--- config.mk ---
export PLATFORM = sky130hd
export DESIGN_NAME = iwm_core
export DESIGN_NICKNAME = d
export VERILOG_FILES = /design/src/hdl/iwm_pkg.sv /design/src/hdl/iwm_core.sv /design/src/hdl/iwm_status_read.sv /design/src/hdl/iwm_spin_timer.sv /design/src/hdl/iwm_soft_switches.sv /design/src/hdl/iwm_bus_decode.sv
export SDC_FILE = /design/constraint.sdc
export NUM_CORES = 1
export LEC_CHECK = 0
export BUFFER_PORTS_ARGS = -buffer_cell sky130_fd_sc_hd__buf_2
export CORE_MARGIN = 2
export CORE_UTILIZATION = 35
export DETAILED_ROUTE_END_ITERATION = 8
export GPL_TIMING_DRIVEN = 0
export HOLD_SLACK_MARGIN = 0.08
export SYNTH_ARGS = -nofsm -noshare
export SYNTH_HDL_FRONTEND = slang
export SYNTH_HIERARCHICAL = 1
export SYNTH_SLANG_ARGS = --single-unit
export TNS_END_PERCENT = 100
--- constraint.sdc ---
create_clock -name CLK_14M -period 2.3 [get_ports CLK_14M]
set_clock_uncertainty 0.05 [all_clocks]
set_input_delay 0.115 -clock CLK_14M [delete_from_list [all_inputs] [get_ports CLK_14M]]
set_output_delay 0.115 -clock CLK_14M [all_outputs]
set_load 0.02 [all_outputs]
--- src/hdl/iwm_pkg.sv ---
package iwm_pkg;

    // ==========================================================================
    // Constants
    // ==========================================================================

    // Read data outside status mode
    localparam logic [7:0] IDLE_READ_BYTE = 8'hFF;

    // Motor inertia counter in 14 MHz cycles
    localparam int unsigned SPIN_COUNT_W            = 24;
    localparam int unsigned SPINUP_CYCLES_DEFAULT   = 4200000;
    localparam int unsigned SPINDOWN_CYCLES_DEFAULT = 14000000;

    // ==========================================================================
    // Types
    // ==========================================================================

    // Switch pair index, taken from addr[3:1]
    typedef enum logic [2:0] {
        sw_phase0    = 3'd0,
        sw_phase1    = 3'd1,
        sw_phase2    = 3'd2,
        sw_phase3    = 3'd3,
        sw_motor     = 3'd4,
        sw_drive_sel = 3'd5,
        sw_q6        = 3'd6,
        sw_q7        = 3'd7
    } iwm_switch_e;

    // Decoded CPU access
    typedef struct packed {
        logic        rd;
        logic        wr;
        logic        active;
        logic        update;
        iwm_switch_e sel;
        logic        level;
    } iwm_access_t;

    // Mode register from bit 4 down to bit 0
    typedef struct packed {
        logic clk_8m;
        logic fast;
        logic timer_off;
        logic async;
        logic latch;
    } iwm_mode_t;

    typedef struct packed {
        logic [3:0] phases;
        logic       motor_on;
        logic       drive_sel;
        logic       q6;
        logic       q7;
        iwm_mode_t  mode;
    } iwm_switch_state_t;

    // Signals seen by the selected drive
    typedef struct packed {
        logic [3:0] phases;
        logic       motor_on;
        logic       drive_sel;
        logic [2:0] sense_reg;
    } iwm_drive_ctrl_t;

    // Status byte layout
    typedef struct packed {
        logic      sense;
        logic      zero;
        logic      motor;
        iwm_mode_t mode;
    } iwm_status_t;

endpackage
--- src/hdl/iwm_core.sv ---
`timescale 1ns/1ps

module iwm_core #(
    parameter int unsigned SPINUP_CYCLES   = iwm_pkg::SPINUP_CYCLES_DEFAULT,
    parameter int unsigned SPINDOWN_CYCLES = iwm_pkg::SPINDOWN_CYCLES_DEFAULT
) (
    input  logic                     CLK_14M,
    input  logic                     RESET,
    // CPU bus
    input  logic                     ph2,
    input  logic                     device_select,
    input  logic                     wr_cycle,
    input  logic [3:0]               addr,
    input  logic [7:0]               d_in,
    output logic [7:0]               d_out,
    // Drive side
    input  logic                     disk_35,
    input  logic                     drive_sense,
    output iwm_pkg::iwm_drive_ctrl_t drive_ctrl,
    output logic                     floppy_motor_on
);

    import iwm_pkg::*;

    iwm_access_t       access;
    // Registered and same-cycle switch views
    iwm_switch_state_t state;
    iwm_switch_state_t imm;

    iwm_bus_decode bus_decode_inst (
        .CLK_14M       (CLK_14M),
        .RESET         (RESET),
        .ph2           (ph2),
        .device_select (device_select),
        .wr_cycle      (wr_cycle),
        .addr          (addr),
        .access        (access)
    );

    iwm_soft_switches soft_switches_inst (
        .CLK_14M    (CLK_14M),
        .RESET      (RESET),
        .access     (access),
        .d_in       (d_in),
        .state      (state),
        .imm        (imm),
        .drive_ctrl (drive_ctrl)
    );

    // Inertia follows the registered motor command
    iwm_spin_timer #(
        .SPINUP_CYCLES   (SPINUP_CYCLES),
        .SPINDOWN_CYCLES (SPINDOWN_CYCLES)
    ) spin_timer_inst (
        .CLK_14M  (CLK_14M),
        .RESET    (RESET),
        .motor_on (state.motor_on),
        .disk_35  (disk_35),
        .spinning (floppy_motor_on)
    );

    iwm_status_read status_read_inst (
        .access      (access),
        .imm         (imm),
        .drive_sense (drive_sense),
        .d_out       (d_out)
    );

endmodule

--- src/hdl/iwm_status_read.sv ---
`timescale 1ns/1ps

module iwm_status_read (
    input  iwm_pkg::iwm_access_t       access,
    input  iwm_pkg::iwm_switch_state_t imm,
    input  logic                       drive_sense,
    output logic [7:0]                 d_out
);

    import iwm_pkg::*;

    iwm_status_t status;
    logic        status_mode;

    always_comb begin
        // No selected drive while the motor is off, sense reads high
        status.sense = imm.motor_on ? drive_sense : 1'b1;
        status.zero  = 1'b0;
        status.motor = imm.motor_on;
        status.mode  = imm.mode;
    end

    // Q6 on, Q7 off selects the status register
    // Write cycles put no read data on the bus
    assign status_mode = imm.q6 && !imm.q7 && !access.wr;

    assign d_out = status_mode ? status : IDLE_READ_BYTE;

endmodule

--- src/hdl/iwm_spin_timer.sv ---
`timescale 1ns/1ps

module iwm_spin_timer #(
    parameter int unsigned SPINUP_CYCLES   = iwm_pkg::SPINUP_CYCLES_DEFAULT,
    parameter int unsigned SPINDOWN_CYCLES = iwm_pkg::SPINDOWN_CYCLES_DEFAULT
) (
    input  logic CLK_14M,
    input  logic RESET,
    input  logic motor_on,
    input  logic disk_35,
    output logic spinning
);

    import iwm_pkg::*;

    localparam logic [SPIN_COUNT_W-1:0] SPINUP_MAX   = SPIN_COUNT_W'(SPINUP_CYCLES);
    localparam logic [SPIN_COUNT_W-1:0] SPINDOWN_MAX = SPIN_COUNT_W'(SPINDOWN_CYCLES);

    logic [SPIN_COUNT_W-1:0] count;
    // Spin-up finished for the current motor-on period
    logic                    spun_up;

    // ==========================================================================
    // 5.25-inch inertia
    // ==========================================================================

    always_ff @(posedge CLK_14M or posedge RESET) begin
        if (RESET) begin
            count    <= '0;
            spun_up  <= 1'b0;
            spinning <= 1'b0;
        end else if (motor_on) begin
            if (disk_35) begin
                // 3.5-inch drive spins on its own
                spinning <= 1'b0;
            end else if (!spun_up) begin
                if (count >= SPINUP_MAX) begin
                    spinning <= 1'b1;
                    spun_up  <= 1'b1;
                    count    <= SPINDOWN_MAX;
                end else begin
                    count <= count + 1'b1;
                end
            end else begin
                // Up to speed, spin-down time kept preloaded
                spinning <= 1'b1;
                count    <= SPINDOWN_MAX;
            end
        end else begin
            // Motor command off, coast down
            spun_up <= 1'b0;
            if (count != '0) begin
                count <= count - 1'b1;
            end else begin
                spinning <= 1'b0;
            end
        end
    end

endmodule

--- src/hdl/iwm_soft_switches.sv ---
`timescale 1ns/1ps

module iwm_soft_switches (
    input  logic                       CLK_14M,
    input  logic                       RESET,
    input  iwm_pkg::iwm_access_t       access,
    input  logic [7:0]                 d_in,
    output iwm_pkg::iwm_switch_state_t state,
    output iwm_pkg::iwm_switch_state_t imm,
    output iwm_pkg::iwm_drive_ctrl_t   drive_ctrl
);

    import iwm_pkg::*;

    // Sense-register index, latched on phase accesses
    logic [2:0] sense_idx;
    logic [2:0] imm_sense;

    logic phase_access;
    logic imm_q6;
    logic imm_q7;
    logic mode_write;

    // ==========================================================================
    // Immediate views
    // ==========================================================================

    assign phase_access = access.active &&
        (access.sel inside {sw_phase0, sw_phase1, sw_phase2, sw_phase3});

    // Q6 and Q7 follow the presented address even before the access
    assign imm_q6 = (access.sel == sw_q6) ? access.level : state.q6;
    assign imm_q7 = (access.sel == sw_q7) ? access.level : state.q7;

    // Mode write needs motor off with immediate Q6 and Q7 both on
    assign mode_write = access.wr && !state.motor_on && imm_q6 && imm_q7 &&
                        access.level;

    always_comb begin
        imm = state;
        for (int i = 0; i < 4; i++) begin
            if (phase_access && (access.sel[1:0] == 2'(i))) begin
                imm.phases[i] = access.level;
            end
        end
        if (access.active && (access.sel == sw_motor)) begin
            imm.motor_on = access.level;
        end
        if (access.active && (access.sel == sw_drive_sel)) begin
            imm.drive_sel = access.level;
        end
        imm.q6 = imm_q6;
        imm.q7 = imm_q7;
        // Incoming mode shows up during the write itself
        if (mode_write) begin
            imm.mode = iwm_mode_t'(d_in[4:0]);
        end
    end

    // Drive sees the new phases as its register index right away
    assign imm_sense = phase_access ? imm.phases[2:0] : sense_idx;

    always_comb begin
        drive_ctrl.phases    = imm.phases;
        drive_ctrl.motor_on  = imm.motor_on;
        drive_ctrl.drive_sel = imm.drive_sel;
        drive_ctrl.sense_reg = imm_sense;
    end

    // ==========================================================================
    // Registered switches
    // ==========================================================================

    always_ff @(posedge CLK_14M or posedge RESET) begin
        if (RESET) begin
            state     <= '0;
            sense_idx <= 3'b000;
        end else if (access.update) begin
            case (access.sel)
                sw_phase0,
                sw_phase1,
                sw_phase2,
                sw_phase3:    state.phases[access.sel[1:0]] <= access.level;
                sw_motor:     state.motor_on  <= access.level;
                sw_drive_sel: state.drive_sel <= access.level;
                sw_q6:        state.q6        <= access.level;
                sw_q7:        state.q7        <= access.level;
            endcase
            // Set or clear of any phase reloads the index
            if (phase_access) begin
                sense_idx <= imm.phases[2:0];
            end
            if (mode_write) begin
                state.mode <= iwm_mode_t'(d_in[4:0]);
            end
        end
    end

endmodule

--- src/hdl/iwm_bus_decode.sv ---
`timescale 1ns/1ps

module iwm_bus_decode (
    input  logic                 CLK_14M,
    input  logic                 RESET,
    input  logic                 ph2,
    input  logic                 device_select,
    input  logic                 wr_cycle,
    input  logic [3:0]           addr,
    output iwm_pkg::iwm_access_t access
);

    import iwm_pkg::*;

    // Set once the current access has been acted on
    logic access_latched;

    always_comb begin
        // wr_cycle high means a read cycle
        access.rd     = device_select && wr_cycle;
        access.wr     = device_select && !wr_cycle;
        access.active = device_select;
        // First PH2 cycle of the access only
        access.update = device_select && ph2 && !access_latched;
        // Switch pair and new level
        access.sel    = iwm_switch_e'(addr[3:1]);
        access.level  = addr[0];
    end

    always_ff @(posedge CLK_14M or posedge RESET) begin
        if (RESET) begin
            access_latched <= 1'b0;
        end else if (!device_select) begin
            // Access over, arm for the next one
            access_latched <= 1'b0;
        end else if (access.update) begin
            access_latched <= 1'b1;
        end
    end

endmodule

==> results of run 1 <==
tightest hold or removal path: cells and delay by family:
kind	cells	cell delay (ns)
buffers and inverters	3	0.73
final timing paths:
check,slack (ns),to,from,cells after the start
worst max-delay path,-0.16,spin_timer_inst/count[6]$_DFFE_PP0P_,spin_timer_inst/count[19]$_DFFE_PP0P_,8
min in group CLK_14M,0.20,soft_switches_inst/sense_idx[0]$_DFFE_PP0P_,addr[0],3
max in group asynchronous,0.92,spin_timer_inst/count[4]$_DFFE_PP0P_,RESET,3
worst max register to register,-0.16,spin_timer_inst/count[6]$_DFFE_PP0P_,spin_timer_inst/count[19]$_DFFE_PP0P_,8
worst min register to register,0.43,soft_switches_inst/state[7]$_DFFE_PP0P_,soft_switches_inst/state[7]$_DFFE_PP0P_,2
worst min-delay path,0.17,bus_decode_inst/access_latched$_DFFE_PP0P_,RESET,3
power by group through the flow:
stage | Combinational (mW) | Sequential [mW] | Clock [mW]
2_1_floorplan | 0.968 | 1.06 | 0
3_3_place_gp | 1.28 | 1.09 | 0
3_5_place_dp | 1.30 | 1.09 | 0
4_1_cts | 1.51 | 1.07 | 0.577
5_1_grt | 1.67 | 1.18 | 0.614
6_report | 1.53 | 1.15 | 0.548
layout make-up:
| class | count | share of cell area [%] |
|---|---|---|
| Multi-Input combinational cell | 312 | 53.66 |
| Buffer | 30 | 4.013 |
| Inverter | 14 | 1.347 |
| Clock inverter | 1 | 0.1757 |
| Tap cell | 129 | 3.779 |
| Timing Repair Buffer | 58 | 9.402 |
| Sequential cell | 43 | 25.37 |
| Clock buffer | 7 | 2.255 |
sequential cells by signal, summed over array words and instances, names as in the netlist:
signal                          cells
bus_decode_inst/access_latched      1
soft_switches_inst/sense_idx        3
soft_switches_inst/state           13
spin_timer_inst/spun_up             1
spin_timer_inst/spinning            1
spin_timer_inst/count              24
layer usage:
layer	global-route usage, %	vias up	part of all wire [%]
met5	0	-	0
met4	6.653	0	1.9
met3	3.382	17	6.1
met2	31.83	113	47
met1	25.98	1620	45
li1	-	1628	-
repair_timing:
action,4_1_cts,5_1_grt
hold buffers,8,0
resized for setup,36,32
pin swaps,9,8
setup buffers,15,6
endpoints found under the hold margin,23,0
setup endpoints to repair,25,29
per-stage QoR:
| step | worst slack (ns) | setup TNS (ns) | utilization (%) | power, mW |
|---|---|---|---|---|
| after floorplan | -0.04544 | -0.08598 | - | 2.027 |
| after global placement | -0.5919 | -7.939 | 39.80 | 2.376 |
| after detailed placement | -0.5740 | -7.445 | 39.80 | 2.390 |
| after CTS | -0.1183 | -0.8901 | 44.81 | 3.160 |
| after global routing | -0.1969 | -2.062 | 46.23 | 3.459 |
| final | -0.1632 | -1.222 | 46.23 | 3.235 |
==> results.cfg, run 1 <==
[status]
status = finished with violations
violations = setup timing

[routing]
drc_errors = 0
drtIter0Drc = 254
num_vias = 3378
wl_um = 9904
wire_per_inst_um = 16.67
dr.pass1.iters = 5
drtAntennaViolNets = 0
vias_per_cell = 5.687

[floorplanning]
dieArea_um2 = 10350
start_util_pct = 36.18
die_w_um = 101.7
die_y_um = 101.7
io_pins = 37
core_um2 = 9240
rows = 35

[clocking]
root_buffer = clkbuf_8
cts_num_sinks = 43
clk_latency_ns = 0.29
cts.path.max_buffers = 2
cts_tree = built
htreeDepth = 2
path_clk_slew_ns = 0.09
cts_buffers = 5

[final_layout]
syn_to_final_growth_pct = 27.77
antenna_cells_inserted = 0
regArea_um2 = 1084
final_cell_mix = nand2_1 (42), dfrtp_1 (37), buf_2 (30), buf_4 (25), nor2_1 (24)
nets = 486
drive_gt1_share_pct = 31.18
final.fill_count = 888
multi_input_comb_area_um2 = 2292
layout_commonest_cell = nand2_1
fin_area_um2 = 4272
instances_no_fill = 594

[synthesis]
synth_nets = 426
synthCells = 404
synth_area_per_cell_um2 = 8.275
syn_area_um2 = 3343
yosys_warnings = 6

[power]
power.switching_mw = 1.404
internal-power_mw = 1.831
combinationalPowerShare_pct = 47.4
peakVddDrop_mv = 0.5333
p_seq_share_pct = 35.6
p_clk_share_pct = 16.9
p_per_area_nw_per_um2 = 757.3
sw_frac_of_total_pct = 43.40
power.leakage_nw = 1.639

[timing]
rsz0062_at_grt = yes
max_slew_margin_pct = 31.18
final_hold_viol_count = 0
setup_slack_ns = -0.1632
finalCriticalPeriod_ns = 2.463
max_freq_ghz = 0.4060
drv_slew = 0
timing.final.crit_share_pct = 107.1
worst_slew_pin_slew_ns = 1.031
timing.hold.ws_ns = 0.1689
setup_viol = 12

[global_routing]
grt_usage_pct = 19.47
first_global_vias = 3286
grt_overflow = 0
grt_pass1_wl_um = 16070
grt_max_degree = 27
grt_antenna_before_repair = 0

[worst_setup_path]
cp_num_buf_inv = 3
cpPeakStageDelay_ns = 0.56
endpoint_kind = register
required_ns = 2.47
crit_path_max_fanout = 3
crit_chain = buf_6 > or4_4 > or4_4 > buf_4 > o21ai_4 > buf_4 > o21ai_0 > a31oi_1
cp-start-kind = register
cp_slowest_cell = or4_4
crit_family = simple AND/OR/NAND/NOR gates
critPathArrivalTime_ns = 2.63
critPathKind = reg -> reg

[placement]
place_congestion = 0.9233
portBuffers = 29
dp.cells = 562
hpwl_um = 6771
dpl_cell_area_um2 = 3677

[worst_hold_path]
worstHoldPathType = in -> async

[flow_run]
maxCapViolations = 0
Power figures use the tool's default switching activity.
==> run 2, diff against run 1 <==
Settings changed: SETUP_SLACK_MARGIN from default to 0.2.
==> run 2 against run 1 <==
- the run still ends with setup timing left
- critical path depth shrank 1
- total power up 13%
- combinational power increased by 31%
- count of clock-buffer cells in the layout stayed put
- hold slack worse by 0.012 ns
- design area grew 14%
- first-iteration DRC count grew 12%
- global-route usage rose by 1.1 points
- maximum frequency is 0.80% higher
- sequential power fell by 5%
- die area unchanged
- via count up 9.1%
- critical endpoint is now spin_timer_inst/count[16]$_DFFE_PP0P_
- largest power group unchanged
==> results.cfg, run 2 (same netlist as run 1, synthesis figures left out) <==
[status]
status = finished with violations
violations = setup timing

[timing]
final_hold_viol_count = 0
setup_viol = 12
worst_slew_pin_slew_ns = 1.102
setup_slack_ns = -0.1436
max_freq_ghz = 0.4092
timing.final.crit_share_pct = 106.2
finalCriticalPeriod_ns = 2.444
timing.hold.ws_ns = 0.1566
drv_slew = 0
rsz0062_at_grt = yes
max_slew_margin_pct = 26.45
finalSetupTns_ns = -0.7618

[power]
p_per_area_nw_per_um2 = 747.5
peakVddDrop_mv = 0.5600
p_total_mw = 3.650
power.leakage_nw = 1.939

[floorplanning]
core_um2 = 9240
rows = 35
start_util_pct = 36.18
die_w_um = 101.7
io_pins = 37
dieArea_um2 = 10350
die_y_um = 101.7

[clocking]
cts.path.max_buffers = 2
cts_tree = built
path_clk_slew_ns = 0.09
cts_num_sinks = 43
cts_buffers = 5
htreeDepth = 2
clk_latency_ns = 0.31
root_buffer = clkbuf_8

[routing]
wire_per_inst_um = 17.60
vias_per_cell = 5.825
num_vias = 3687
wl_um = 11140
drtIter0Drc = 284
dr.pass1.iters = 5
drc_errors = 0
drtAntennaViolNets = 0

[worst_hold_path]
worstHoldPathType = in -> reg

[worst_setup_path]
endpoint_kind = register
cp_num_buf_inv = 2
reg2reg_slack_ns = -0.14
crit_path_max_fanout = 4
required_ns = 2.44
crit_family = simple AND/OR/NAND/NOR gates
critPathArrivalTime_ns = 2.58
cpPeakStageDelay_ns = 0.58
crit_chain = buf_6 > or4_4 > or4_4 > o21ai_4 > buf_6 > a21oi_2 > mux2_4
cp-start-kind = register
cp_slowest_cell = or4_4
critPathKind = reg -> reg

[final_layout]
syn_to_final_growth_pct = 46.03
nets = 525
multi_input_comb_area_um2 = 2512
largest_register_ffs = 24
final.fill_count = 825
regArea_um2 = 1085
reg_top3 = spin_timer_inst/count: 24 flops, soft_switches_inst/state: 13 flops, soft_switches_inst/sense_idx: 3 flops
antenna_cells_inserted = 0
final_cell_mix = buf_4 (54), nand2_1 (41), dfrtp_1 (36), buf_2 (26), nor2_1 (22)
drive_gt1_share_pct = 42.26
top_register = spin_timer_inst/count
post-route-util_pct = 52.84
layout_commonest_cell = buf_4

[placement]
hpwl_um = 6997
place_congestion = 0.9214
portBuffers = 29
pre_cts_ws_ns = -0.7582

[global_routing]
grt_usage_pct = 20.55
grt_overflow = 0
grt_max_degree = 27
grt_pass1_wl_um = 16950
grt_antenna_before_repair = 0
first_global_vias = 3391

[flow_run]
maxCapViolations = 0
run 2: cell count changes in the layout (fill, tap and decap cells not counted), moves of 3 or more:
cell      before  now
mux2_4         1    7
buf_2         30   26
a21oi_1       11    8
clkbuf_1      12    6
mux2_2        22   16
clkbuf_2       4    7
nand2b_1      15   10
buf_6          7   21
nand2b_4       0    5
a21oi_2        1    4
buf_4         25   54
run 2: path summary, 6_finish.rpt:
path                                                               end  depth (start not counted)                                  start
setup reg to reg                 spin_timer_inst/count[16]$_DFFE_PP0P_                          7  spin_timer_inst/count[19]$_DFFE_PP0P_
min in group asynchronous   bus_decode_inst/access_latched$_DFFE_PP0P_                          3                                  RESET
hold reg to reg                   spin_timer_inst/spinning$_DFFE_PP0P_                          1   spin_timer_inst/spinning$_DFFE_PP0P_
hold / removal             soft_switches_inst/sense_idx[0]$_DFFE_PP0P_                          3                                addr[0]
setup / recovery                 spin_timer_inst/count[16]$_DFFE_PP0P_                          7  spin_timer_inst/count[19]$_DFFE_PP0P_
max in group asynchronous        spin_timer_inst/count[16]$_DFFE_PP0P_                          3                                  RESET
run 2: metal layers:
layer  part of all wire [%]  track usage [%]
met5                      0                0
met4                    3.1            7.588
met3                    6.6            2.761
met2                     48            33.45
met1                     42            27.86
run 2: timing repair:
| action | 4_1_cts | 5_1_grt |
|---|---|---|
| hold endpoints to repair | 23 | 0 |
| pin swaps | 29 | 35 |
| hold buffers | 8 | 0 |
| resized for setup | 72 | 78 |
| setup buffers | 30 | 25 |
| endpoints found under the setup margin | 31 | 31 |
| cloned | 0 | 0 |
run 2: layout make-up:
class                   instances  area share (%)
multi-input cells             312           51.46
flip-flops and latches         43           22.22
repair buffers                 92           14.79
plain buffers                  35           4.921
well taps                     129           3.306
clock buffers                   7           1.973
inverters                      14           1.179
clock inverters                 1          0.1538
run 2: power by group:
group	switching [mW]	internal, mW
combinational	1.12	0.877
clock	0.285	0.274
sequential	0.169	0.921
total	1.58	2.07
run 2: worst min-delay path, delay by kind of cell:
kind | cells | cell delay [ns]
muxes | 1 | 0.09
AOI/OAI and AO/OA | 1 | 0.16
buffers and inverters | 1 | 0.11
run 2: through the flow:
stage               cell area [µm²]  std cells
CTS                            4441        608
global placement               3702        562
detailed placement             3702        562
floorplan                      3396        404
finish                         4882        633
global route                   4882        633
